--- config.mk ---
export PLATFORM = sky130hd
export DESIGN_NAME = bit_packer
export DESIGN_NICKNAME = d
export VERILOG_FILES = /design/src/hw/huff_pkg.sv /design/src/hw/bit_packer.sv
export SDC_FILE = /design/constraint.sdc
export NUM_CORES = 1
export LEC_CHECK = 0
export CAP_MARGIN = 20
export CORE_ASPECT_RATIO = 1.1
export CORE_MARGIN = 2
export CORE_UTILIZATION = 38
export DETAILED_ROUTE_END_ITERATION = 8
export DONT_BUFFER_PORTS = 1
export SLEW_MARGIN = 0
export SYNTH_ARGS = -nofsm -noshare
export SYNTH_HDL_FRONTEND = slang
export SYNTH_SLANG_ARGS = --single-unit
--- constraint.sdc ---
create_clock -name clk -period 2.8 [get_ports clk]
set_clock_uncertainty 0.1 [all_clocks]
set_input_delay 0.14 -clock clk [delete_from_list [all_inputs] [get_ports clk]]
set_output_delay 0.14 -clock clk [all_outputs]
set_load 0.02 [all_outputs]
--- src/hw/huff_pkg.sv ---
package huff_pkg;

    // Code path and count widths
    localparam int path_w      = 32;
    localparam int code_addr_w = 8;
    localparam int count_w     = 32;
    localparam int idx_w       = $clog2(path_w);   // Bit index into a path or count word

    localparam int byte_w = 8;
    localparam int fill_w = $clog2(byte_w);

    localparam int axi_addr_w = 32;
    localparam int axi_data_w = 32;

    localparam logic [byte_w-1:0] eof_char = 8'h1A;   // Ends the text, never encoded

    // Register map
    localparam logic [axi_addr_w-1:0] reg_ctrl   = 32'h0000_0000;   // Bit 0 start pulse
    localparam logic [axi_addr_w-1:0] reg_status = 32'h0000_0004;   // Bit 0 busy, bit 1 done
    localparam logic [axi_addr_w-1:0] reg_total  = 32'h0000_0008;
    localparam logic [axi_addr_w-1:0] table_base = 32'h0000_0400;   // Entry at base + 4 * char

    localparam logic [1:0] resp_okay = 2'b00;

    // Master side of the register port
    typedef struct packed {
        logic [axi_addr_w-1:0]   awaddr;
        logic                    awvalid;
        logic [axi_data_w-1:0]   wdata;
        logic [axi_data_w/8-1:0] wstrb;
        logic                    wvalid;
        logic                    bready;
        logic [axi_addr_w-1:0]   araddr;
        logic                    arvalid;
        logic                    rready;
    } axil_req_t;

    // Slave side of the register port
    typedef struct packed {
        logic                  awready;
        logic                  wready;
        logic [1:0]            bresp;
        logic                  bvalid;
        logic                  arready;
        logic [axi_data_w-1:0] rdata;
        logic [1:0]            rresp;
        logic                  rvalid;
    } axil_rsp_t;

    typedef struct packed {
        logic                   en;
        logic [code_addr_w-1:0] addr;
        logic [path_w-1:0]      path;
    } table_wr_t;

    // Ready travels separately, in the opposite direction
    typedef struct packed {
        logic              valid;
        logic [byte_w-1:0] data;
    } byte_stream_t;

endpackage

--- src/hw/bit_packer.sv ---
`timescale 1ns/1ns

module bit_packer import huff_pkg::*; (
    input  logic         clk,
    input  logic         rst,
    input  logic         bit_valid,
    input  logic         bit_data,
    output logic         bit_ready,
    input  logic         flush,
    output logic         flush_done,
    output byte_stream_t byte_out,
    input  logic         byte_ready
);

    logic [byte_w-1:0] sr;           // Newest bit in the LSB
    logic [fill_w-1:0] fill;
    logic              out_valid;
    logic [byte_w-1:0] out_data;
    logic              flush_pend;   // Flush seen while a byte was still held
    logic              flush_req;
    logic              bit_fire;
    logic [byte_w-1:0] shift_next;
    logic [byte_w-1:0] pad_byte;
    logic              load_full;
    logic              load_pad;
    logic              done_now;

    assign bit_ready  = ~out_valid;   // Stalled while a byte waits
    assign bit_fire   = bit_valid & bit_ready;
    assign flush_req  = flush | flush_pend;
    assign shift_next = {sr[byte_w-2:0], bit_data};
    assign pad_byte   = sr << (byte_w - fill);   // Partial bits to the top, zeros below

    assign load_full = bit_fire & (fill == fill_w'(byte_w - 1));
    assign load_pad  = flush_req & ~out_valid & ~bit_fire & (fill != '0);
    assign done_now  = flush_req & ~out_valid & ~bit_fire & (fill == '0);

    always_ff @(posedge clk, posedge rst) begin
        if (rst) begin
            fill       <= '0;
            out_valid  <= 1'b0;
            flush_pend <= 1'b0;
            flush_done <= 1'b0;
        end else begin
            flush_done <= done_now;
            if (out_valid && byte_ready)
                out_valid <= 1'b0;
            if (bit_fire)
                fill <= fill + 1'b1;   // Wraps to zero on the eighth bit
            if (load_full || load_pad)
                out_valid <= 1'b1;
            if (load_pad)
                fill <= '0;
            if (done_now)
                flush_pend <= 1'b0;
            else if (flush)
                flush_pend <= 1'b1;
        end
    end

    always_ff @(posedge clk) begin
        if (bit_fire)
            sr <= shift_next;
        if (load_full)
            out_data <= shift_next;
        else if (load_pad)
            out_data <= pad_byte;
    end

    assign byte_out = '{valid: out_valid, data: out_data};

endmodule

==> key figures <==
Outcome
  – Status: complete, no violations

Floorplan
  – Die Height: about 63 um
  – Die width: 57.3 um
  – Core area: between 3000 and 4000 sq um
  – Initial Util: roughly 39%
  – Num rows: 21
  – Die ar.: approximately 3600 sq um
  – I/O Pins: 17

Flow run
  – Max-cap violations: 0

CTS
  – Worst-Skew Late Latency: about 300 ps
  – Htree depth: 1
  – CTS Sinks: 22
  – Clock Path Buffers: 2
  – Clock root buffer: clkbuf_4
  – Clock Pin Slew Worst Setup and Hold Paths: 110 ps
  – TritonCTS buffer count: 3
  – TritonCTS clock tree: built

Placed design
  – Post-DP HPWL: ~1400 um
  – Post-place instance area: 1200 sq um
  – Gpl congestion: 0.730
  – Buffers on Ports: 0

GRT
  – Pin count of the biggest net entering global routing: 13
  – Remaining global-route overflow: 0
  – Vias in the first global route: 708
  – Tot GR Track Use: between 10% and 20%
  – First-pass GRT wire length: roughly 3300 um
  – Initial antenna violation count: 0

Logic synthesis
  – Post-synth top area cell: edfxtp_1
  – Share of the synthesized area in the top cell type: 40.5%
  – Mapped Area: 1190 sq um
  – Ranking of synthesized cells by area: edfxtp_1, dfrtp_1, mux2i_1
  – Post-Syn Instances: 90
  – Sequential area share after synthesis: 53.2%
  – Cell variety after synth: 33
  – Synth Register Bits: 22
  – Net Count, Synth: 100
  – Mean post-synth cell area: between 10 and 15 sq um
  – Synth Warn #: 0

Routing
  – Post-Route WL: between 1500 and 2000 um
  – Total number of vias: 711
  – Drt first pass iters: 4
  – Routed wire per std cell: 14.4 um
  – Drc violations: 0
  – DRT iter0 DRCs: 23
  – Final ANT Viol Nets: 0
  – Avg Vias per Cell: 5.47

Timing
  – RSZ-0062 raised after global routing: no
  – Fin. Hold Viols: 0
  – Tcrit/Tclk final: between 70% and 80%
  – Worst-margin pin slew: about 480 ps
  – Hold slack: 63.9 ps
  – Setup TNS: 0 ps
  – Pins over their slew limit: 0
  – Crit path time final: 2100 ps
  – Max Clock Freq: roughly 480 MHz
  – Final setup vio count: 0
  – Slew headroom: 67.6%

Power and ir drop
  – Flop pwr share: 45.4%
  – Pleak: between 0.5 and 0.6 nW
  – Peak VDD IR: 0.613 mV
  – PwrDens: 1170 nW/um^2
  – Comb pwr share: approximately 45%
  – Switching Share: 40.0%
  – P_sw: 0.594 mW
  – Clock share of power: 9.6%
  – Int Pwr: 0.890 mW

Layout
  – Area grow syn2layout: 7.38%
  – Area of the multi-input gates: 483 sq um
  – Most common cell after layout, fill and taps aside: edfxtp_1
  – Final Instance Area: ~1300 sq um
  – Layout cells sized above 1: 13.5%
  – Register area: 631 sq um
  – Most frequent cells in the layout: edfxtp_1, nand2_1, inv_1
  – # fillers: 270
  – Antenna diode count: 0
  – Nets: around 110

Setup path
  – CP required: about 2800 ps
  – CP Capture Type: flop
  – FF-to-FF End: out_data[7]
  – Worst setup path start: fill[0]
  – Flop2flop setup slack: 700 ps
  – Worst r2r src: fill[0]
  – Critical path arrival: 2060 ps
  – Critical Path Source Type: flop
  – Critical path class: flop to flop
  – R2R depth: 5
  – Crit path to: out_data[7]
  – CP Max Fanout: 10

Worst hold path
  – HP Class: input pin to flop
layout make-up:
cell class | count | share of cell area (%)
multi-input combinational | 56 | 37.9
tap | 34 | 3.34
timing repair buffer | 7 | 5.11
sequential | 22 | 49.5
clock buffer | 4 | 2.06
inverter | 7 | 2.06
flip-flops by register name (all words and copies together), names as in the netlist:
| signal | count |
|---|---|
| out_data | 8 |
| fill | 3 |
| sr | 8 |
| flush_done | 1 |
| flush_pend | 1 |
| out_valid | 1 |
power by group through the flow:
stage                     registers (mW)  clock network, mW  logic [mW]
final                              0.675              0.143       0.667
after global routing               0.693              0.164       0.745
after CTS                          0.675              0.151       0.676
after detailed placement           0.682                  0       0.667
after global placement             0.680                  0       0.653
after floorplan                    0.649                  0       0.611
synthesized netlist by cell type (all sizes together):
cell / count
nand2: 10
o21ai: 4
nor4: 1
nand3: 1
nor3b: 1
o221ai: 2
nor2b: 2
dfrtp: 6
nor4b: 1
nor2: 5
mux2i: 6
a211o: 1
mux2: 1
nand4: 2
or2: 2
xnor2: 1
ha: 4
or3: 1
nand3b: 3
o21a: 1
buf: 5
mux4: 4
edfxtp: 16
xor2: 1
o311ai: 1
inv: 7
and3b: 1
worst min-delay path by stage:
stage                         start    endpoint  slack, ps  cells past startpoint
after floorplan                 rst     fill[0]       -170                      1
after global placement          rst  flush_pend       -140                      1
after detailed placement        rst  flush_pend       -130                      1
after CTS                 bit_valid       sr[1]         50                      1
after global routing      bit_valid       sr[0]         40                      1
final                     bit_valid       sr[0]         60                      1
per-layer routing:
| metal | vias to the layer above | share of wire [%] | global-route usage [%] |
|---|---|---|---|
| li1 | 345 | - | - |
| met2 | 18 | 48 | 17.7 |
| met5 | - | 0 | 0 |
| met1 | 344 | 47 | 17.7 |
| met4 | 0 | 1.7 | 4.36 |
| met3 | 4 | 3.0 | 2.48 |
worst max-delay path, cell delays in order (launching register included):
cell      delay [ps]
dfrtp_1          400
inv_1             90
ha_1             500
mux4_1           600
inv_1             90
o221ai_2          90
through the flow:
step           worst slack (ps)  utilization (%)  power (mW)  std cells
2_1_floorplan               749                -        1.26         90
3_3_place_gp                733             39.6        1.33        121
3_5_place_dp                684             39.6        1.35        121
4_1_cts                     675             42.2        1.50        130
5_1_grt                     581             42.2        1.60        130
6_report                    699             42.2        1.48        130
logic make-up after synthesis:
logic type               count (synthesis)  synth area share [%]
AO/OA/AOI/OAI                            9                  5.80
AND/OR/NAND/NOR                         30                  14.3
flip-flops                              22                  53.2
adder cells (fa/ha/maj)                  4                  4.22
XOR/XNOR                                 2                  2.11
buffers and inverters                   12                  6.12
multiplexers                            11                  14.2
what timing repair did:
item	in CTS	in global routing
hold buffers	5	0
gates resized for setup	0	0
setup buffers	0	0
endpoints found under the hold margin	14	0
No activity file was read; power rests on OpenSTA's default activity.
