$ cat config.mk
export PLATFORM = sky130hd
export DESIGN_NAME = huff_translate
export DESIGN_NICKNAME = d
export VERILOG_FILES = /design/src/hw/huff_pkg.sv /design/src/hw/huff_translate.sv
export SDC_FILE = /design/constraint.sdc
export NUM_CORES = 1
export LEC_CHECK = 0
export BUFFER_PORTS_ARGS = -buffer_cell sky130_fd_sc_hd__buf_4
export CAP_MARGIN = 20
export CORE_ASPECT_RATIO = 1.75
export CORE_MARGIN = 2
export CORE_UTILIZATION = 47
export DETAILED_ROUTE_END_ITERATION = 16
export PLACE_DENSITY = 0.82
export SKIP_LAST_GASP = 1
export SYNTH_ARGS = -nofsm -noshare
export SYNTH_HDL_FRONTEND = slang
export SYNTH_SLANG_ARGS = --single-unit
$ cat constraint.sdc
create_clock -name clk -period 2.6 [get_ports clk]
set_input_delay 0.52 -clock clk [delete_from_list [all_inputs] [get_ports clk]]
set_output_delay 0.52 -clock clk [all_outputs]
set_load 0.1 [all_outputs]
$ cat src/hw/huff_pkg.sv
package huff_pkg;

    // Code path and count widths
    localparam int path_w      = 32;
    localparam int code_addr_w = 8;
    localparam int count_w     = 32;
    localparam int idx_w       = $clog2(path_w);   // Bit index into a path or count word

    localparam int byte_w = 8;
    localparam int fill_w = $clog2(byte_w);

    localparam int axi_addr_w = 32;
    localparam int axi_data_w = 32;

    localparam logic [byte_w-1:0] eof_char = 8'h1A;   // Ends the text, never encoded

    // Register map
    localparam logic [axi_addr_w-1:0] reg_ctrl   = 32'h0000_0000;   // Bit 0 start pulse
    localparam logic [axi_addr_w-1:0] reg_status = 32'h0000_0004;   // Bit 0 busy, bit 1 done
    localparam logic [axi_addr_w-1:0] reg_total  = 32'h0000_0008;
    localparam logic [axi_addr_w-1:0] table_base = 32'h0000_0400;   // Entry at base + 4 * char

    localparam logic [1:0] resp_okay = 2'b00;

    // Master side of the register port
    typedef struct packed {
        logic [axi_addr_w-1:0]   awaddr;
        logic                    awvalid;
        logic [axi_data_w-1:0]   wdata;
        logic [axi_data_w/8-1:0] wstrb;
        logic                    wvalid;
        logic                    bready;
        logic [axi_addr_w-1:0]   araddr;
        logic                    arvalid;
        logic                    rready;
    } axil_req_t;

    // Slave side of the register port
    typedef struct packed {
        logic                  awready;
        logic                  wready;
        logic [1:0]            bresp;
        logic                  bvalid;
        logic                  arready;
        logic [axi_data_w-1:0] rdata;
        logic [1:0]            rresp;
        logic                  rvalid;
    } axil_rsp_t;

    typedef struct packed {
        logic                   en;
        logic [code_addr_w-1:0] addr;
        logic [path_w-1:0]      path;
    } table_wr_t;

    // Ready travels separately, in the opposite direction
    typedef struct packed {
        logic              valid;
        logic [byte_w-1:0] data;
    } byte_stream_t;

endpackage

$ cat src/hw/huff_translate.sv
`timescale 1ns/1ns

module huff_translate import huff_pkg::*; (
    input  logic                   clk,
    input  logic                   rst,
    input  logic                   start,
    input  logic [count_w-1:0]     total_chars,
    input  byte_stream_t           char_in,
    output logic                   char_ready,
    output logic                   rd_en,
    output logic [code_addr_w-1:0] rd_addr,
    input  logic [path_w-1:0]      rd_path,
    output logic                   bit_valid,
    output logic                   bit_data,
    input  logic                   bit_ready,
    output logic                   flush,
    output logic                   busy
);

    typedef enum logic [2:0] {
        st_idle,
        st_count,       // Count word, MSB first
        st_wait_char,
        st_lookup,      // Table read in flight
        st_search,      // Skip down to the sentinel
        st_emit,
        st_finish
    } state_t;

    state_t            state;
    logic [idx_w-1:0]  idx;      // Down-counting bit index
    logic [path_w-1:0] path_q;
    logic              char_fire;
    logic              is_eof;

    assign is_eof     = char_in.data == eof_char;
    assign char_ready = state == st_wait_char;
    assign char_fire  = char_ready & char_in.valid;

    // Lookup strobe issued with the accept, none for the end character
    assign rd_en   = char_fire & ~is_eof;
    assign rd_addr = char_in.data;

    assign bit_valid = (state == st_count) || (state == st_emit);
    assign bit_data  = (state == st_count) ? total_chars[idx] : path_q[idx];
    assign flush     = state == st_finish;
    assign busy      = state != st_idle;

    always_ff @(posedge clk, posedge rst) begin
        if (rst) begin
            state <= st_idle;
            idx   <= '0;
        end else begin
            case (state)
                st_idle: begin
                    if (start) begin
                        state <= st_count;
                        idx   <= idx_w'(count_w - 1);
                    end
                end
                st_count: begin
                    if (bit_ready) begin
                        idx <= idx - 1'b1;
                        if (idx == '0)
                            state <= st_wait_char;
                    end
                end
                st_wait_char: begin
                    if (char_fire)
                        state <= is_eof ? st_finish : st_lookup;
                end
                st_lookup: begin
                    state <= st_search;
                    idx   <= idx_w'(path_w - 1);
                end
                st_search: begin
                    // Sentinel in bit 0 means a zero-length code
                    if (idx == '0)
                        state <= st_wait_char;
                    else if (path_q[idx])
                        state <= st_emit;
                    idx <= idx - 1'b1;
                end
                st_emit: begin
                    if (bit_ready) begin
                        idx <= idx - 1'b1;
                        if (idx == '0)
                            state <= st_wait_char;
                    end
                end
                st_finish: state <= st_idle;   // Flush high for this one cycle
                default:   state <= st_idle;
            endcase
        end
    end

    always_ff @(posedge clk) begin
        if (state == st_lookup)
            path_q <= rd_path;
    end

endmodule

==> metrics.md, run 1 <==
| Metric | Value |
|---|---|
| Status | `finished, violations left` |
| Failing checks | `negative setup slack` |
| Die height | `93.8 um` |
| Layout Area Growth over Synthesis | `44.9%` |
| Post-synth EDFFs | `32` |
| FF+latch count, synth | `40` |
| Longest Clk Path Bufs | `2` |
| Tot Pwr | `2.92 mW` |
| I/O pin count | `91` |
| Slew margin rel. | `60.5%` |
| 1st-pass router iterations | `4` |
| Initial Util | `49.2%` |
| Via count | `approximately 1800` |
| First-pass GRT wire length | `a little over 8 mm` |
| Clock Latency Late Sink | `290 ps` |
| Vias in the first global route | `around 1900` |
| Overflow after GRT | `0` |
| Net Count, Synth | `249` |
| Crit-path leading delay family | `buffers and inverters` |
| Setup TNS Final | `-186 ps` |
| Routed len/inst | `15.8 um` |
| Fillcell total | `311` |
| Ant diodes | `0` |
| PD cells | `between 900 and 1000 nW/um2` |
| HPWL after detailed placement | `just over 4 mm` |
| Critical path buffers and inverters | `5` |
| Pre-CTS WS | `-85.6 ps` |
| Setup-failing EPs final | `1` |
| Hold_buf cts | `0` |
| Core Util, Final | `71.3%` |
| RSZ-0062 raised after global routing | `yes` |
| Synth unique cells | `41` |
| P_leak | `1.35 nW` |
| Cell mode on critical path | `buf_12` |
| Min-Delay Path Class | `in2async` |
| Port bufs | `90` |
| Initial DRC count | `95` |
| CP Cell Sequence | `buf_12 -> buf_12 -> buf_8 -> buf_6 -> mux2i_1 -> a21oi_1 -> a311oi_2 -> mux2i_4 -> buf_12` |
| ANT nets after route | `0` |
| Rows | `32` |
| Origin of the worst setup path | `idx[0]` |
| Crit path max fanout | `9` |
| # DRC | `0` |
| Largest net degree at the start of global routing | `33` |
| Worst VDD drop | `0.875 mV` |
| Setup crit end kind | `primary output` |
| Critical Path RT | `2080 ps` |
| DIE AREA | `5190 um2` |
| GRT Total Usage | `20.6%` |
| Post-layout min period | `between 2000 and 3000 ps` |
| Final Hold Fails | `0` |
| Asr flop ratio synth | `~20%` |
| Crit Path Category | `reg2out` |
| Critical R2R Launch | `idx[0]` |
| Cts bufs inserted | `5` |
| DIE WIDTH | `55.3 um` |
| Worst-Margin Slew | `slightly below 600 ps` |
| Fmax | `0.359 GHz` |
| Seq/Total Area, Yosys | `a little over half` |
| Max-cap violations | `0` |
| Synth Instances | `170` |
| Synthesized cell area | `2170 um2` |
| Final period util | `107%` |
| Worst path max stage delay | `450 ps` |
| Clock sink count | `40` |
| Crit path DAT | `roughly 2300 ps` |
| WL final | `between 5 and 6 mm` |
| Yosys warnings | `0` |
| Worst setup SP type | `flip-flop` |
| GP Congestion | `0.877` |
| CORE AREA | `4400 um2` |
| Syn Area/Cell | `12.7 um2` |
| Worst clock skew | `4.93 ps` |
| Final nets | `348` |
| CP max stage cell | `dfrtp_2` |
| Htree depth | `2` |
| Setup ws final | `-186 ps` |
| Initial antenna violation count | `0` |
| CTS tree | `yes` |
| Top FF cell, synth | `edfxtp_1` |
| Fin Hold WS | `173 ps` |
| Share of cells above drive strength 1 | `50.7%` |
| Fin. max-slew vios | `0` |
| Clock transition at path regs | `80 ps` |
| Clock Tree Root | `clkbuf_8` |
| Vias per inst | `5.60` |
-- routing by layer --
metal	wire length [um]	global-route usage [%]
met3	274	3.99
met1	1540	18.7
met2	3100	41.7
met5	0	0
met4	142	9.76
-- power by group --
part           switching [mW]  internal, mW
sequential             0.0846         0.735
combinational           0.889         0.809
clock                   0.211         0.191
total                    1.18          1.73
-- through the flow --
step	instance area (um2)	cells
floorplan	2190	170
global placement	2950	310
detailed placement	2950	310
CTS	3110	320
global route	3140	321
finish	3140	321
-- cell usage after synthesis, types with 2 or more instances --
cell	n	area [um2]
mux4_2	5	113
dfrtp_1	8	200
o21ai_0	2	10.0
ha_1	2	25.0
mux4_1	3	78.8
a2111oi_0	2	17.5
buf_4	8	60.1
a22oi_1	4	30.0
buf_2	4	20.0
and2_1	2	12.5
a21oi_1	7	35.0
clkbuf_1	3	11.3
nor2b_1	6	37.5
or3_1	2	12.5
nor3b_1	3	22.5
nand2_1	14	52.6
edfxtp_1	32	961
nor2_1	12	45.0
nand4b_1	2	17.5
a211oi_1	3	22.5
a31oi_1	4	25.0
mux2i_1	17	170
inv_1	5	18.8
o31ai_1	2	15.0
buf_6	2	22.5
-- final cells by class --
class / count / area [um2] / share of cell area (%)
Sequential cell: 40 / 1160 / 37.0
Inverter: 5 / 18.8 / 0.598
Clock buffer: 6 / 72.6 / 2.31
Multi-Input combinational cell: 108 / 935 / 29.8
Tap cell: 51 / 63.8 / 2.03
Timing Repair Buffer: 109 / 871 / 27.7
Clock inverter: 2 / 16.3 / 0.518
-- final timing paths --
| path | endpoint | slack (ps) | cells after the start |
|---|---|---|---|
| max in group asynchronous | idx[0] | 2170 | 2 |
| min | idx[2] | 170 | 2 |
| max | bit_data | -190 | 9 |
| min reg2reg | state[2] | 640 | 2 |
| min in group clk | path_q[29] | 400 | 1 |
| max reg2reg | state[0] | 410 | 11 |
-- timing repair --
item                       4_1_cts  5_1_grt
pin swaps                        4        3
gates resized for setup         19        5
setup endpoints to repair        1        1
setup buffers                    2        1
hold endpoints to repair         0        0
-- cell families (layout without fill, tap and decap cells) --
logic type / after synthesis / in the layout / synth area share, %
muxes: 25 / 25 / 16.7
adders and majority gates: 2 / 2 / 1.15
AOI/OAI and AO/OA: 32 / 32 / 10.3
buffers and inverters: 22 / 122 / 6.12
and+or+nand+nor: 49 / 49 / 12.1
DFF: 40 / 40 / 53.6
-- state kept, by name (all words and copies together), names as in the netlist --
signal / count
idx: 5
path_q: 32
state: 3
-- layout by cell type (no fill, tap or decap), drive strengths merged, types with 4 or more instances in the layout --
master	Yosys	routed
edfxtp	32	32
nand2	14	14
mux2i	17	17
clkbuf	3	6
inv	5	5
nor2b	6	6
a22oi	4	4
a31oi	4	4
nor2	12	12
dfrtp	8	8
a21oi	8	8
buf	14	109
mux4	8	8
Note: power is estimated with default switching activity, not from simulation.
==> run 2, diff against run 1 <==
==> constraint.sdc (replaced) <==
create_clock -name clk -period 2.6 [get_ports clk]
set_input_delay 0.26 -clock clk [delete_from_list [all_inputs] [get_ports clk]]
set_output_delay 0.26 -clock clk [all_outputs]
set_load 0.1 [all_outputs]
==> run 2 against run 1 <==
Effect of this change:
- the run now ends clean
- register-to-register slack got worse by 70 ps
- via count fell by 6.1%
- critical path depth fell by 2
- final cell count fell by 3.1%
- wire length fell by 4.6%
- hold slack got worse by 35 ps
- largest power group unchanged
- highest routed layer unchanged
==> metrics.md, run 2 (synthesis gave the netlist of run 1 again) <==
| Metric | Value |
|---|---|
| Status | `complete, no violations` |
| Worst-Margin Slew | `609 ps` |
| Register with the most flip-flops | `path_q` |
| Crit path to | `bit_data` |
| GRT Total Usage | `between 10% and 20%` |
| Vias per inst | `5.43` |
| P_leak | `1.29 nW` |
| Max reg flops | `32` |
| Ant diodes | `0` |
| Cts bufs inserted | `5` |
| Pre-CTS WS | `200 ps` |
| Clock transition at path regs | `80 ps` |
| Psw | `approximately 1.1 mW` |
| ANT nets after route | `0` |
| Cell mode on critical path | `buf_12` |
| Seq pwr share | `31.1%` |
| I/O pin count | `91` |
| Initial Util | `roughly half` |
| Via count | `1689` |
| Worst setup SP type | `flip-flop` |
| Worst r2r dst | `state[2]` |
| GP Congestion | `0.829` |
| Share of cells above drive strength 1 | `roughly 47%` |
| Longest Clk Path Bufs | `2` |
| Crit Path Category | `reg2out` |
| Clock sink count | `40` |
| CTS tree | `yes` |
| CORE AREA | `4400 um2` |
| Worst clock skew | `11.1 ps` |
| Critical Path RT | `approximately 2300 ps` |
| Post-layout min period | `2520 ps` |
| Htree depth | `2` |
| Rows | `32` |
| # DRC | `0` |
| CP Cell Sequence | `buf_12 -> mux4_2 -> a211oi_1 -> a21oi_1 -> mux2i_1 -> mux2i_4 -> buf_12` |
| Commonest non-fill, non-tap cell in the layout | `buf_4` |
| Final period util | `between 90% and 100%` |
| CP max stage cell | `mux4_2` |
| Critical path buffers and inverters | `2` |
| Die height | `93.8 um` |
| DIE WIDTH | `55.3 um` |
| Commonest non-fill, non-tap cells in the layout | `buf_4 (96), edfxtp_1 (32), mux2i_1 (16)` |
| Port bufs | `90` |
| Final nets | `338` |
| Setup ws final | `about 77 ps` |
| R2R depth | `10` |
| WP depth | `7` |
| Slew margin rel. | `59.4%` |
| Biggest regs | `path_q (32), idx (5), state (3)` |
| Clock Latency Late Sink | `a little under 300 ps` |
| Initial DRC count | `22` |
| Routed len/inst | `about 16 um` |
| Fin. max-slew vios | `0` |
| Critical R2R Launch | `idx[0]` |
| WL final | `roughly 4.8 mm` |
| Clk pwr share | `18.0%` |
| Tot Pwr | `between 2 and 3 mW` |
| Setup-failing EPs final | `0` |
| Setup crit end kind | `primary output` |
| Crit path max fanout | `12` |
| Worst path max stage delay | `490 ps` |
| Worst VDD drop | `0.672 mV` |
| Internal power | `1.64 mW` |
| Min-Delay Path Class | `in2reg` |
| Max-cap violations | `0` |
| RSZ-0062 raised after global routing | `yes` |
| Crit path DAT | `2260 ps` |
| PD cells | `912 nW/um2` |
| Fmax | `0.396 GHz` |
| First-pass GRT wire length | `7.67 mm` |
| Layout Area Growth over Synthesis | `39.2%` |
| HPWL after detailed placement | `3.81 mm` |
| Logic pwr share | `50.9%` |
| Overflow after GRT | `0` |
| Final Hold Fails | `0` |
| Initial antenna violation count | `0` |
| Origin of the worst setup path | `idx[0]` |
| R2r setup slk | `340 ps` |
| Core Util, Final | `68.5%` |
| Clock Tree Root | `clkbuf_8` |
| 1st-pass router iterations | `5` |
| Largest net degree at the start of global routing | `33` |
| Crit-path leading delay family | `multiplexers` |
| Vias in the first global route | `1732` |
| Sw Ratio | `roughly two fifths` |
| DIE AREA | `5190 um2` |
==> run 2: changes by cell type in the layout (fill, tap and decap cells not counted), sizes merged <==
cell,previous run,this run
buf,109,98
bufinv,0,1
clkbuf,6,5
dlygate4sd3,0,1
==> run 2: layer usage <==
| metal | track usage [%] | vias up | routed length [um] |
|---|---|---|---|
| li1 | - | 824 | - |
| met1 | 17.7 | 790 | 1530 |
| met2 | 39.9 | 64 | 2930 |
| met3 | 3.58 | 11 | 242 |
| met4 | 7.93 | 0 | 115 |
| met5 | 0 | - | 0 |
==> run 2: layout make-up <==
| class | instances | area, um2 |
|---|---|---|
| Clock buffer | 5 | 68.8 |
| Clock inverter | 3 | 42.5 |
| Fill cell | 333 | 1390 |
| Inverter | 5 | 18.8 |
| Multi-Input combinational cell | 108 | 888 |
| Sequential cell | 40 | 1160 |
| Tap cell | 51 | 63.8 |
| Timing Repair Buffer | 99 | 771 |
==> run 2: worst min path at each step <==
stage,endpoint,slack (ps),depth (start not counted),from
CTS,path_q[3],140,1,rd_path[3]
global route,path_q[8],130,1,rd_path[8]
floorplan,idx[0],80,1,rst
global placement,idx[2],230,2,rst
finish,path_q[3],140,1,rd_path[3]
detailed placement,idx[2],250,2,rst
==> run 2: what timing repair did <==
item,in CTS,in global routing
endpoints found under the setup margin,1,1
resized for setup,8,5
buffers inserted,0,2
hold buffers,1,0
endpoints found under the hold margin,8,0
pin swaps,1,1
==> run 2: per-stage QoR <==
| stage | area, um2 | hold WS, ps | TNS [ps] | std cells |
|---|---|---|---|---|
| final | 3020 | 138 | 0 | 311 |
| after global placement | 2860 | 233 | 0 | 300 |
| after global routing | 3020 | 130 | -53.9 | 311 |
| after floorplan | 2190 | 75.7 | -187 | 170 |
| after CTS | 3000 | 135 | 0 | 309 |
| after detailed placement | 2860 | 250 | 0 | 300 |
==> run 2: worst reg2reg max path: stages, from the launching register on <==
cell and delay [ps]:
dfrtp_2 480, buf_12 180, buf_4 160, inv_1 90, ha_1 140, or4b_4 470
nor2_1 140, o31ai_1 110, a21oi_2 200, o2111ai_1 120, nand2_1 100
==> run 2: power groups by stage <==
stage	combinational (mW)	clock (mW)	sequential, mW
floorplan	1.07	0	0.780
global placement	1.27	0	0.851
detailed placement	1.29	0	0.855
CTS	1.36	0.505	0.850
global route	1.50	0.531	0.868
finish	1.40	0.495	0.856
