--- config.mk ---
export PLATFORM = sky130hd
export DESIGN_NAME = huff_csr
export DESIGN_NICKNAME = d
export VERILOG_FILES = /design/src/hw/huff_pkg.sv /design/src/hw/huff_csr.sv
export SDC_FILE = /design/constraint.sdc
export NUM_CORES = 1
export LEC_CHECK = 0
export ABC_CLOCK_PERIOD_IN_PS = 2760
export BUFFER_PORTS_ARGS = -buffer_cell sky130_fd_sc_hd__buf_2
export CORE_ASPECT_RATIO = 2
export CORE_MARGIN = 4
export CORE_UTILIZATION = 45
export CTS_BUF_LIST = sky130_fd_sc_hd__clkbuf_16
export DETAILED_ROUTE_END_ITERATION = 8
export PLACE_DENSITY_LB_ADDON = 0.1
export SETUP_SLACK_MARGIN = 0.05
export SYNTH_ARGS = -nofsm -noshare
export SYNTH_HDL_FRONTEND = slang
export SYNTH_SLANG_ARGS = --single-unit
--- constraint.sdc ---
create_clock -name clk -period 2.76 [get_ports clk]
set_clock_uncertainty 0.2 [all_clocks]
set_input_delay 0.138 -clock clk [delete_from_list [all_inputs] [get_ports clk]]
set_output_delay 0.138 -clock clk [all_outputs]
set_load 0.005 [all_outputs]
--- src/hw/huff_pkg.sv ---
package huff_pkg;

    // Code path and count widths
    localparam int path_w      = 32;
    localparam int code_addr_w = 8;
    localparam int count_w     = 32;
    localparam int idx_w       = $clog2(path_w);   // Bit index into a path or count word

    localparam int byte_w = 8;
    localparam int fill_w = $clog2(byte_w);

    localparam int axi_addr_w = 32;
    localparam int axi_data_w = 32;

    localparam logic [byte_w-1:0] eof_char = 8'h1A;   // Ends the text, never encoded

    // Register map
    localparam logic [axi_addr_w-1:0] reg_ctrl   = 32'h0000_0000;   // Bit 0 start pulse
    localparam logic [axi_addr_w-1:0] reg_status = 32'h0000_0004;   // Bit 0 busy, bit 1 done
    localparam logic [axi_addr_w-1:0] reg_total  = 32'h0000_0008;
    localparam logic [axi_addr_w-1:0] table_base = 32'h0000_0400;   // Entry at base + 4 * char

    localparam logic [1:0] resp_okay = 2'b00;

    // Master side of the register port
    typedef struct packed {
        logic [axi_addr_w-1:0]   awaddr;
        logic                    awvalid;
        logic [axi_data_w-1:0]   wdata;
        logic [axi_data_w/8-1:0] wstrb;
        logic                    wvalid;
        logic                    bready;
        logic [axi_addr_w-1:0]   araddr;
        logic                    arvalid;
        logic                    rready;
    } axil_req_t;

    // Slave side of the register port
    typedef struct packed {
        logic                  awready;
        logic                  wready;
        logic [1:0]            bresp;
        logic                  bvalid;
        logic                  arready;
        logic [axi_data_w-1:0] rdata;
        logic [1:0]            rresp;
        logic                  rvalid;
    } axil_rsp_t;

    typedef struct packed {
        logic                   en;
        logic [code_addr_w-1:0] addr;
        logic [path_w-1:0]      path;
    } table_wr_t;

    // Ready travels separately, in the opposite direction
    typedef struct packed {
        logic              valid;
        logic [byte_w-1:0] data;
    } byte_stream_t;

endpackage

--- src/hw/huff_csr.sv ---
`timescale 1ns/1ns

module huff_csr import huff_pkg::*; (
    input  logic               clk,
    input  logic               rst,
    input  axil_req_t          axil_req,
    output axil_rsp_t          axil_rsp,
    output table_wr_t          table_wr,
    output logic               start,
    output logic [count_w-1:0] total_chars,
    input  logic               busy,
    input  logic               flush_done
);

    logic                   wr_acc;    // AW and W ready together for one cycle
    logic                   bvalid;
    logic                   rvalid;
    logic [axi_data_w-1:0]  rdata;
    logic                   done;
    logic                   tw_en;
    logic [code_addr_w-1:0] tw_addr;
    logic [path_w-1:0]      tw_path;
    logic                   wr_fire;
    logic                   rd_fire;
    logic                   wr_table;

    assign wr_fire  = wr_acc & axil_req.awvalid & axil_req.wvalid;
    assign rd_fire  = axil_req.arvalid & ~rvalid;   // arready is high while idle
    assign wr_table = axil_req.awaddr[axi_addr_w-1:code_addr_w+2] ==
                      table_base[axi_addr_w-1:code_addr_w+2];

    // Write channel handshake
    always_ff @(posedge clk, posedge rst) begin
        if (rst) begin
            wr_acc <= 1'b0;
            bvalid <= 1'b0;
        end else begin
            wr_acc <= axil_req.awvalid & axil_req.wvalid & ~wr_acc & ~bvalid;
            if (wr_fire)
                bvalid <= 1'b1;
            else if (axil_req.bready)
                bvalid <= 1'b0;
        end
    end

    // Control, total and sticky done
    always_ff @(posedge clk, posedge rst) begin
        if (rst) begin
            total_chars <= '0;
            start       <= 1'b0;
            done        <= 1'b0;
            tw_en       <= 1'b0;
        end else begin
            start <= wr_fire & (axil_req.awaddr == reg_ctrl) & axil_req.wstrb[0] &
                     axil_req.wdata[0] & ~busy;   // Ignored while a message runs
            tw_en <= wr_fire & wr_table;
            if (wr_fire && axil_req.awaddr == reg_total) begin
                for (int i = 0; i < count_w / 8; i++) begin
                    if (axil_req.wstrb[i])
                        total_chars[8*i +: 8] <= axil_req.wdata[8*i +: 8];
                end
            end
            if (start)
                done <= 1'b0;
            else if (flush_done)
                done <= 1'b1;
        end
    end

    // Table entry captured with the write beat
    always_ff @(posedge clk) begin
        if (wr_fire) begin
            tw_addr <= axil_req.awaddr[code_addr_w+1:2];
            tw_path <= axil_req.wdata;
        end
    end

    // Read channel
    always_ff @(posedge clk, posedge rst) begin
        if (rst)
            rvalid <= 1'b0;
        else if (rd_fire)
            rvalid <= 1'b1;
        else if (axil_req.rready)
            rvalid <= 1'b0;
    end

    always_ff @(posedge clk) begin
        if (rd_fire) begin
            case (axil_req.araddr)
                reg_status: rdata <= {{(axi_data_w-2){1'b0}}, done, busy};
                reg_total:  rdata <= total_chars;
                default:    rdata <= '0;   // Control and table range read as zero
            endcase
        end
    end

    assign axil_rsp = '{
        awready: wr_acc,
        wready:  wr_acc,
        bresp:   resp_okay,
        bvalid:  bvalid,
        arready: ~rvalid,
        rdata:   rdata,
        rresp:   resp_okay,
        rvalid:  rvalid
    };

    assign table_wr = '{en: tw_en, addr: tw_addr, path: tw_path};

endmodule

==> results of run 1 <==
-- kinds of logic (layout without fill, tap and decap cells) --
group	after synthesis	after routing	share of synthesized area [%]
multiplexers	32	32	9.19
flip-flops	110	110	73.3
buffers and inverters	17	296	2.30
other	1	4	0.0883
AND/OR/NAND/NOR	74	74	14.5
AO/OA/AOI/OAI	4	4	0.707
-- through the flow --
| stage | setup slack (ns) | instance area [µm²] |
|---|---|---|
| floorplan | 0.277 | 4260 |
| global placement | 0.492 | 5470 |
| detailed placement | 0.440 | 5470 |
| CTS | 0.352 | 6260 |
| global route | 0.200 | 6260 |
| finish | 0.298 | 6260 |
-- worst max-delay path, stage by stage --
cell and delay (ns):
sky130_fd_sc_hd__dlygate4sd3_1 0.54, sky130_fd_sc_hd__buf_2 0.14, sky130_fd_sc_hd__nor4_2 0.44, sky130_fd_sc_hd__nand4_4 0.26, sky130_fd_sc_hd__nor4_4 0.56, sky130_fd_sc_hd__mux2_2 0.40
-- sequential cells by signal, indices dropped and copies added (netlist names) --
register,flops
rdata,32
start,1
rvalid,1
tw_path,32
wr_acc,1
done,1
tw_addr,8
bvalid,1
tw_en,1
total_chars,32
-- area by class of cell --
cell class | count | share of cell area, %
clock buffer | 9 | 3.60
clock inverter | 7 | 0.800
timing repair buffer | 276 | 26.6
multi-input combinational | 114 | 17.0
sequential | 110 | 49.7
tap | 102 | 2.04
inverter | 4 | 0.240
-- worst min path at each step --
stage | start | end | slack, ns | depth (start not counted)
3_5_place_dp | axil_req[0] | rvalid$_DFFE_PP0P_ | 0.12 | 2
5_1_grt | axil_req[83] | tw_en$_DFF_PP0_ | 0.02 | 3
6_report | axil_req[83] | tw_en$_DFF_PP0_ | 0.02 | 3
3_3_place_gp | axil_req[0] | rvalid$_DFFE_PP0P_ | 0.11 | 2
2_1_floorplan | axil_req[0] | rvalid$_DFFE_PP0P_ | 0.02 | 1
4_1_cts | axil_req[83] | tw_en$_DFF_PP0_ | 0.003 | 3
-- layer usage --
| layer | global-route usage (%) | share of wire (%) |
|---|---|---|
| met2 | 37.6 | 56 |
| met4 | 7.89 | 2.5 |
| met5 | 0 | 0 |
| met1 | 19.3 | 33 |
| met3 | 6.69 | 8.8 |
-- report_power, final --
part | leakage [nW] | internal, mW | switching [mW]
combinational | 1.63 | 0.145 | 0.129
sequential | 1.20 | 1.81 | 0.0128
clock | 0.118 | 0.612 | 0.572
total | 2.95 | 2.56 | 0.714
-- synthesized netlist by cell type --
master,n
sky130_fd_sc_hd__edfxtp_1,72
sky130_fd_sc_hd__dfrtp_1,38
sky130_fd_sc_hd__and2_1,30
sky130_fd_sc_hd__mux2_2,24
sky130_fd_sc_hd__buf_4,9
sky130_fd_sc_hd__mux2_4,8
sky130_fd_sc_hd__nor4_1,8
sky130_fd_sc_hd__nor4_4,8
sky130_fd_sc_hd__nand2_1,5
sky130_fd_sc_hd__clkbuf_1,4
sky130_fd_sc_hd__inv_1,4
sky130_fd_sc_hd__nor2_1,4
sky130_fd_sc_hd__nor3_1,4
sky130_fd_sc_hd__nor2b_1,3
sky130_fd_sc_hd__a22oi_1,2
sky130_fd_sc_hd__and4bb_2,2
sky130_fd_sc_hd__nand4_1,2
sky130_fd_sc_hd__nand4_4,2
sky130_fd_sc_hd__a21o_1,1
sky130_fd_sc_hd__and3_1,1
sky130_fd_sc_hd__conb_1,1
sky130_fd_sc_hd__nand3_1,1
sky130_fd_sc_hd__nor4_2,1
sky130_fd_sc_hd__nor4b_1,1
sky130_fd_sc_hd__nor4b_2,1
sky130_fd_sc_hd__o21bai_1,1
sky130_fd_sc_hd__or3_1,1
-- repair_timing --
action / 4_1_cts / 5_1_grt
hold buffers: 51 / 0
setup buffers: 0 / 0
hold endpoints to repair: 116 / 0
==> impl_results.md, run 1 <==
* Clock-pin slew on the worst setup and hold paths at 0.07 ns
* Worst min path class: in2reg
* Cell type with the largest total area after synthesis: sky130_fd_sc_hd__edfxtp_1
* Core ar. at 9140 µm²
* Synth top area cells: sky130_fd_sc_hd__edfxtp_1 51%, sky130_fd_sc_hd__dfrtp_1 22%, sky130_fd_sc_hd__mux2_2 6.4%, sky130_fd_sc_hd__and2_1 4.4%, sky130_fd_sc_hd__nor4_4 4.0%
* Clock root buffer: sky130_fd_sc_hd__clkbuf_16
* Via count normalized by instance count at 4.90
* Post-placement cell count at 555
* I/O Buffers at 219
* Biggest fanout along the worst timing path at 8
* Number of max-cap violations at 0
* CP endpoint kind: flop
* RSZ-0062 raised after global routing: no
* Origin of the critical flop-to-flop path: wr_acc$_DFF_PP0_
* Row count at approximately 50
* ANT cells at 0
* Ratio of cells with drive above 1 in the final layout at 55.8%
* Initial core utilization at 46.5%
* Number of distinct library cell variants in the gate-level netlist after synthesis at 27
* Number of storage elements in the synthesis netlist at 110
* Overall routed net length at 10900 µm
* End of the worst register-to-register path: total_chars[31]$_DFFE_PP0P_
* Final-stage net count at 624
* Worst Setup EP: total_chars[31]$_DFFE_PP0P_
* Endpoint arrival time on the critical path at 2.49 ns
* Area of combinational cells with multiple inputs at 1060 µm²
* Worst setup path start: axil_req[78]
* Quantity of gates resized following cts at 0
* Reg2Reg Setup Slack at 0.44 ns
* Number of standard cells in the final layout excluding fillers at 622
* Sequential fraction of the synthesis area at 73.3%
* Slew @ Worst Pin at between 0.8 and 0.9 ns
* Total power at around 3.3 mW
* Period Utilization, post-route at 89.2%
* Residual overflow from global routing at 0
* Commonest cells after routing, fill and taps aside: 219 x sky130_fd_sc_hd__buf_2, 72 x sky130_fd_sc_hd__edfxtp_1, 51 x sky130_fd_sc_hd__dlygate4sd3_1, 38 x sky130_fd_sc_hd__dfrtp_1, 30 x sky130_fd_sc_hd__and2_1
* Post-DR wirelength/cell at 17.6 µm
* Maximum clock frequency at approximately 410 MHz
* Number of H-tree branching levels at 3
* Post-route DRC violation count at 0
* Max-slew violations at 0
* Fillers at roughly 640
* Outcome: completed
* Worst hold margin at 0.0243 ns
* Top-level port count at 224
* Critical Setup Path Class: in2reg
* Die Y-Extent at 145 µm
* Total negative slack for setup checks at 0 ns
* Final min period at 2.46 ns
* Clock Path Buffers at 2
* Clock tree from TritonCTS: yes
* Power density over cell area at ~520 nW/µm²
* Clock latency reported for the late side of the worst-skew pair at 0.34 ns
* Width of the die at 76.7 µm
* Leading cell type in the layout, fill and taps excluded: sky130_fd_sc_hd__buf_2
* Post-synthesis average cell area at 17.9 µm²
* IR drop worst, VDD at 459 µV
* Final weighted congestion of routability-driven global placement at 0.752
* Share of the synthesized area in the top cell type at 50.9%
* Largest net degree at the start of global routing at 39
* Netlist area before placement at 4250 µm²
* Number of global-route vias before repair at approximately 3300
* Type of element launching the critical path: input port
* Number of instances in the synthesized netlist at ~240
* Dpl hpwl at 8020 µm
* Hold Fails Final Rpt at 0
* Number of buffers created by CTS at 9
* Worst-case headroom to the max-slew limit at 44.7%
* Wire length of the first global-routing pass at 17100 µm
* Number of cells on the worst reg-to-reg path at 4
* Number of nets with antenna violations after detailed routing at 0
* Sequential standard cell area at 3110 µm²
* P&R area growth vs syn at 47.3%
* Via count at 3049
* Antenna violations before repair at 0
* First DRT Iteration DRCs at 112
* Warnings from Yosys at 0
* CP Data Required Time at 2.79 ns
* Overall global routing resource usage at 19.9%
* Leakage Power at 2.95 nW
* Total Die Area at 11200 µm²
* Clock sink total at 110
* Initial DRT Pass Iterations at 5
* Utilization of the core after routing at 68.5%
* Final-report setup violation count at 0
Power figures use the tool's default switching activity.
==> run 2, diff against run 1 <==
--- a/config.mk
+++ b/config.mk
@@ -13,6 +13,7 @@
 export CTS_BUF_LIST = sky130_fd_sc_hd__clkbuf_16
 export DETAILED_ROUTE_END_ITERATION = 8
 export PLACE_DENSITY_LB_ADDON = 0.1
+export REMOVE_ABC_BUFFERS = 1
 export SETUP_SLACK_MARGIN = 0.05
 export SYNTH_ARGS = -nofsm -noshare
 export SYNTH_HDL_FRONTEND = slang
==> run 2 against run 1 <==
  * Clock-buffer cell count unchanged
  * First-iteration DRC count increased by 8.9%
  * Clock power is 10% higher
  * Fmax grew 1.1%
  * Sequential power about the same
  * Critical path depth is the same
  * Critical endpoint is now total_chars[7]$_DFFE_PP0P_
  * Largest cell class unchanged
==> impl_results.md, run 2 (same netlist as run 1, synthesis figures left out) <==
* Outcome: completed
* Die Y-Extent at roughly 150 µm
* First DRT Iteration DRCs at 122
* Maximum clock frequency at 411 MHz
* Period Utilization, post-route at 88.2%
* Via count normalized by instance count at 4.82
* P&R area growth vs syn at 47.3%
* Leading cell type in the layout, fill and taps excluded: sky130_fd_sc_hd__buf_2
* Residual overflow from global routing at 0
* Ratio of cells with drive above 1 in the final layout at about 56%
* Worst Hold Launch: axil_req[96]
* Top-level port count at 224
* Number of nets with antenna violations after detailed routing at 0
* Quantity of gates resized following cts at 0
* Number of buffers created by CTS at 9
* Row count at 49
* Type of element launching the critical path: input port
* Antenna violations before repair at 0
* Total power at about 3.4 mW
* Clock-pin slew on the worst setup and hold paths at 0.07 ns
* Post-route DRC violation count at 0
* Largest registers ranked by flip-flop count: rdata x32, total_chars x32, tw_path x32
* Number of global-route vias before repair at 3270
* Clock tree from TritonCTS: yes
* Hold Fails Final Rpt at 0
* Final design instance area without fill at 6260 µm²
* Number of standard cells in the final layout excluding fillers at 620
* Origin of the critical flop-to-flop path: wr_acc$_DFF_PP0_
* Critical Setup Path Class: in2reg
* Clock Path Buffers at 2
* Largest net degree at the start of global routing at 39
* I/O Buffers at 219
* Post-CTS Hold Buffers at 50
* Wire length of the first global-routing pass at 16400 µm
* Number of buffers added for setup after CTS at 0
* Power density over cell area at 542 nW/µm²
* Final min period at 2.43 ns
* Number of H-tree branching levels at 3
* Max-slew violations at 0
* Overall global routing resource usage at a little under a fifth
* CP endpoint kind: flop
* Final-report setup violation count at 0
* Dpl hpwl at approximately 7600 µm
* Commonest cells after routing, fill and taps aside: 219 x sky130_fd_sc_hd__buf_2, 72 x sky130_fd_sc_hd__edfxtp_1, 50 x sky130_fd_sc_hd__dlygate4sd3_1, 38 x sky130_fd_sc_hd__dfrtp_1, 30 x sky130_fd_sc_hd__and2_1
* Slew @ Worst Pin at 0.839 ns
* Post-placement cell count at 554
* Leakage Power at 2.97 nW
* Max incr delay on CP at roughly 0.6 ns
* Total Die Area at 11200 µm²
* Highest-delay cell along the critical path: sky130_fd_sc_hd__nor4_4
* Overall routed net length at approximately 10000 µm
* Post-DR wirelength/cell at 16.8 µm
* Initial core utilization at 46.5%
* Core ar. at between 9000 and 10000 µm²
* RSZ-0062 raised after global routing: no
* Final-stage net count at 622
* Cell area after placement at roughly 5500 µm²
* Total negative slack for setup checks at 0 ns
* Endpoint arrival time on the critical path at roughly 2.5 ns
* Final weighted congestion of routability-driven global placement at 0.736
* Worst setup path start: axil_req[78]
* Biggest fanout along the worst timing path at 8
* Worst-case headroom to the max-slew limit at 44.0%
* Width of the die at 76.7 µm
* Clock latency reported for the late side of the worst-skew pair at between 0.3 and 0.4 ns
* Clock root buffer: sky130_fd_sc_hd__clkbuf_16
* Via count at approximately 3000
* IR drop worst, VDD at 356 µV
* Initial DRT Pass Iterations at 4
* Fillers at 625
* ANT cells at 0
* Worst min path class: in2reg
* Clock sink total at 110
* Critical path cell sequence: dlygate4sd3_1 > buf_2 > nor4_2 > nand4_4 > nor4_4 > mux2_2
* Number of max-cap violations at 0
* CP Data Required Time at 2.78 ns
[run 2: changes by cell type in the layout (fill, tap and decap cells not counted)]
| cell | delta |
|---|---|
| sky130_fd_sc_hd__clkinvlp_4 | -5 |
| sky130_fd_sc_hd__clkinv_4 | +3 |
| sky130_fd_sc_hd__buf_12 | -1 |
| sky130_fd_sc_hd__bufinv_16 | +1 |
| sky130_fd_sc_hd__clkinv_1 | -1 |
| sky130_fd_sc_hd__clkinv_2 | +1 |
| sky130_fd_sc_hd__dlygate4sd3_1 | -1 |
| sky130_fd_sc_hd__inv_8 | +1 |
[run 2: final timing paths]
path / to / slack [ns] / cells after the start
worst max-delay path: total_chars[7]$_DFFE_PP0P_ / 0.33 / 6
worst min register to register: done$_DFFE_PP0P_ / 0.24 / 1
min in group asynchronous: rvalid$_DFFE_PP0P_ / 0.31 / 3
worst min-delay path: start$_DFF_PP0_ / 0.03 / 4
max in group asynchronous: start$_DFF_PP0_ / 1.51 / 3
worst max register to register: total_chars[7]$_DFFE_PP0P_ / 0.42 / 4
[run 2: per-layer routing]
metal  up-vias  track usage [%]  share of wire (%)
met3         9             4.71                7.5
met2       145             35.2                 55
li1       1427                -                  -
met1      1410             20.3                 36
met4         0             6.90                1.3
met5         -                0                  0
[run 2: worst max-delay path, delay by kind of cell]
family | cells | cell delay [ns]
and+or+nand+nor | 3 | 1.24
buffers and inverters | 2 | 0.66
muxes | 1 | 0.41
[run 2: final cells by class]
class	count	area, µm²	area share (%)
flip-flops and latches	110	3110	49.7
clock inverters	7	81.3	1.30
inverters	4	15.0	0.240
multi-input cells	114	1060	17.0
clock buffers	9	225	3.60
repair buffers	274	1630	26.1
well taps	102	128	2.04
[run 2: where the power goes]
group / total, mW / internal [mW] / switching (mW) / leakage [nW]
Clock: 1.30 / 0.717 / 0.587 / 0.152
Sequential: 1.82 / 1.81 / 0.0125 / 1.20
Combinational: 0.270 / 0.144 / 0.126 / 1.62
Total: 3.39 / 2.67 / 0.726 / 2.97
[run 2: per-stage QoR]
step	utilization (%)	worst slack [ns]	hold WS [ns]
after floorplan	-	0.0265	0.0234
after global placement	59.7	0.499	0.107
after detailed placement	59.7	0.380	0.125
after CTS	68.5	0.314	0.0246
after global routing	68.5	0.182	0.0137
final	68.5	0.326	0.0276
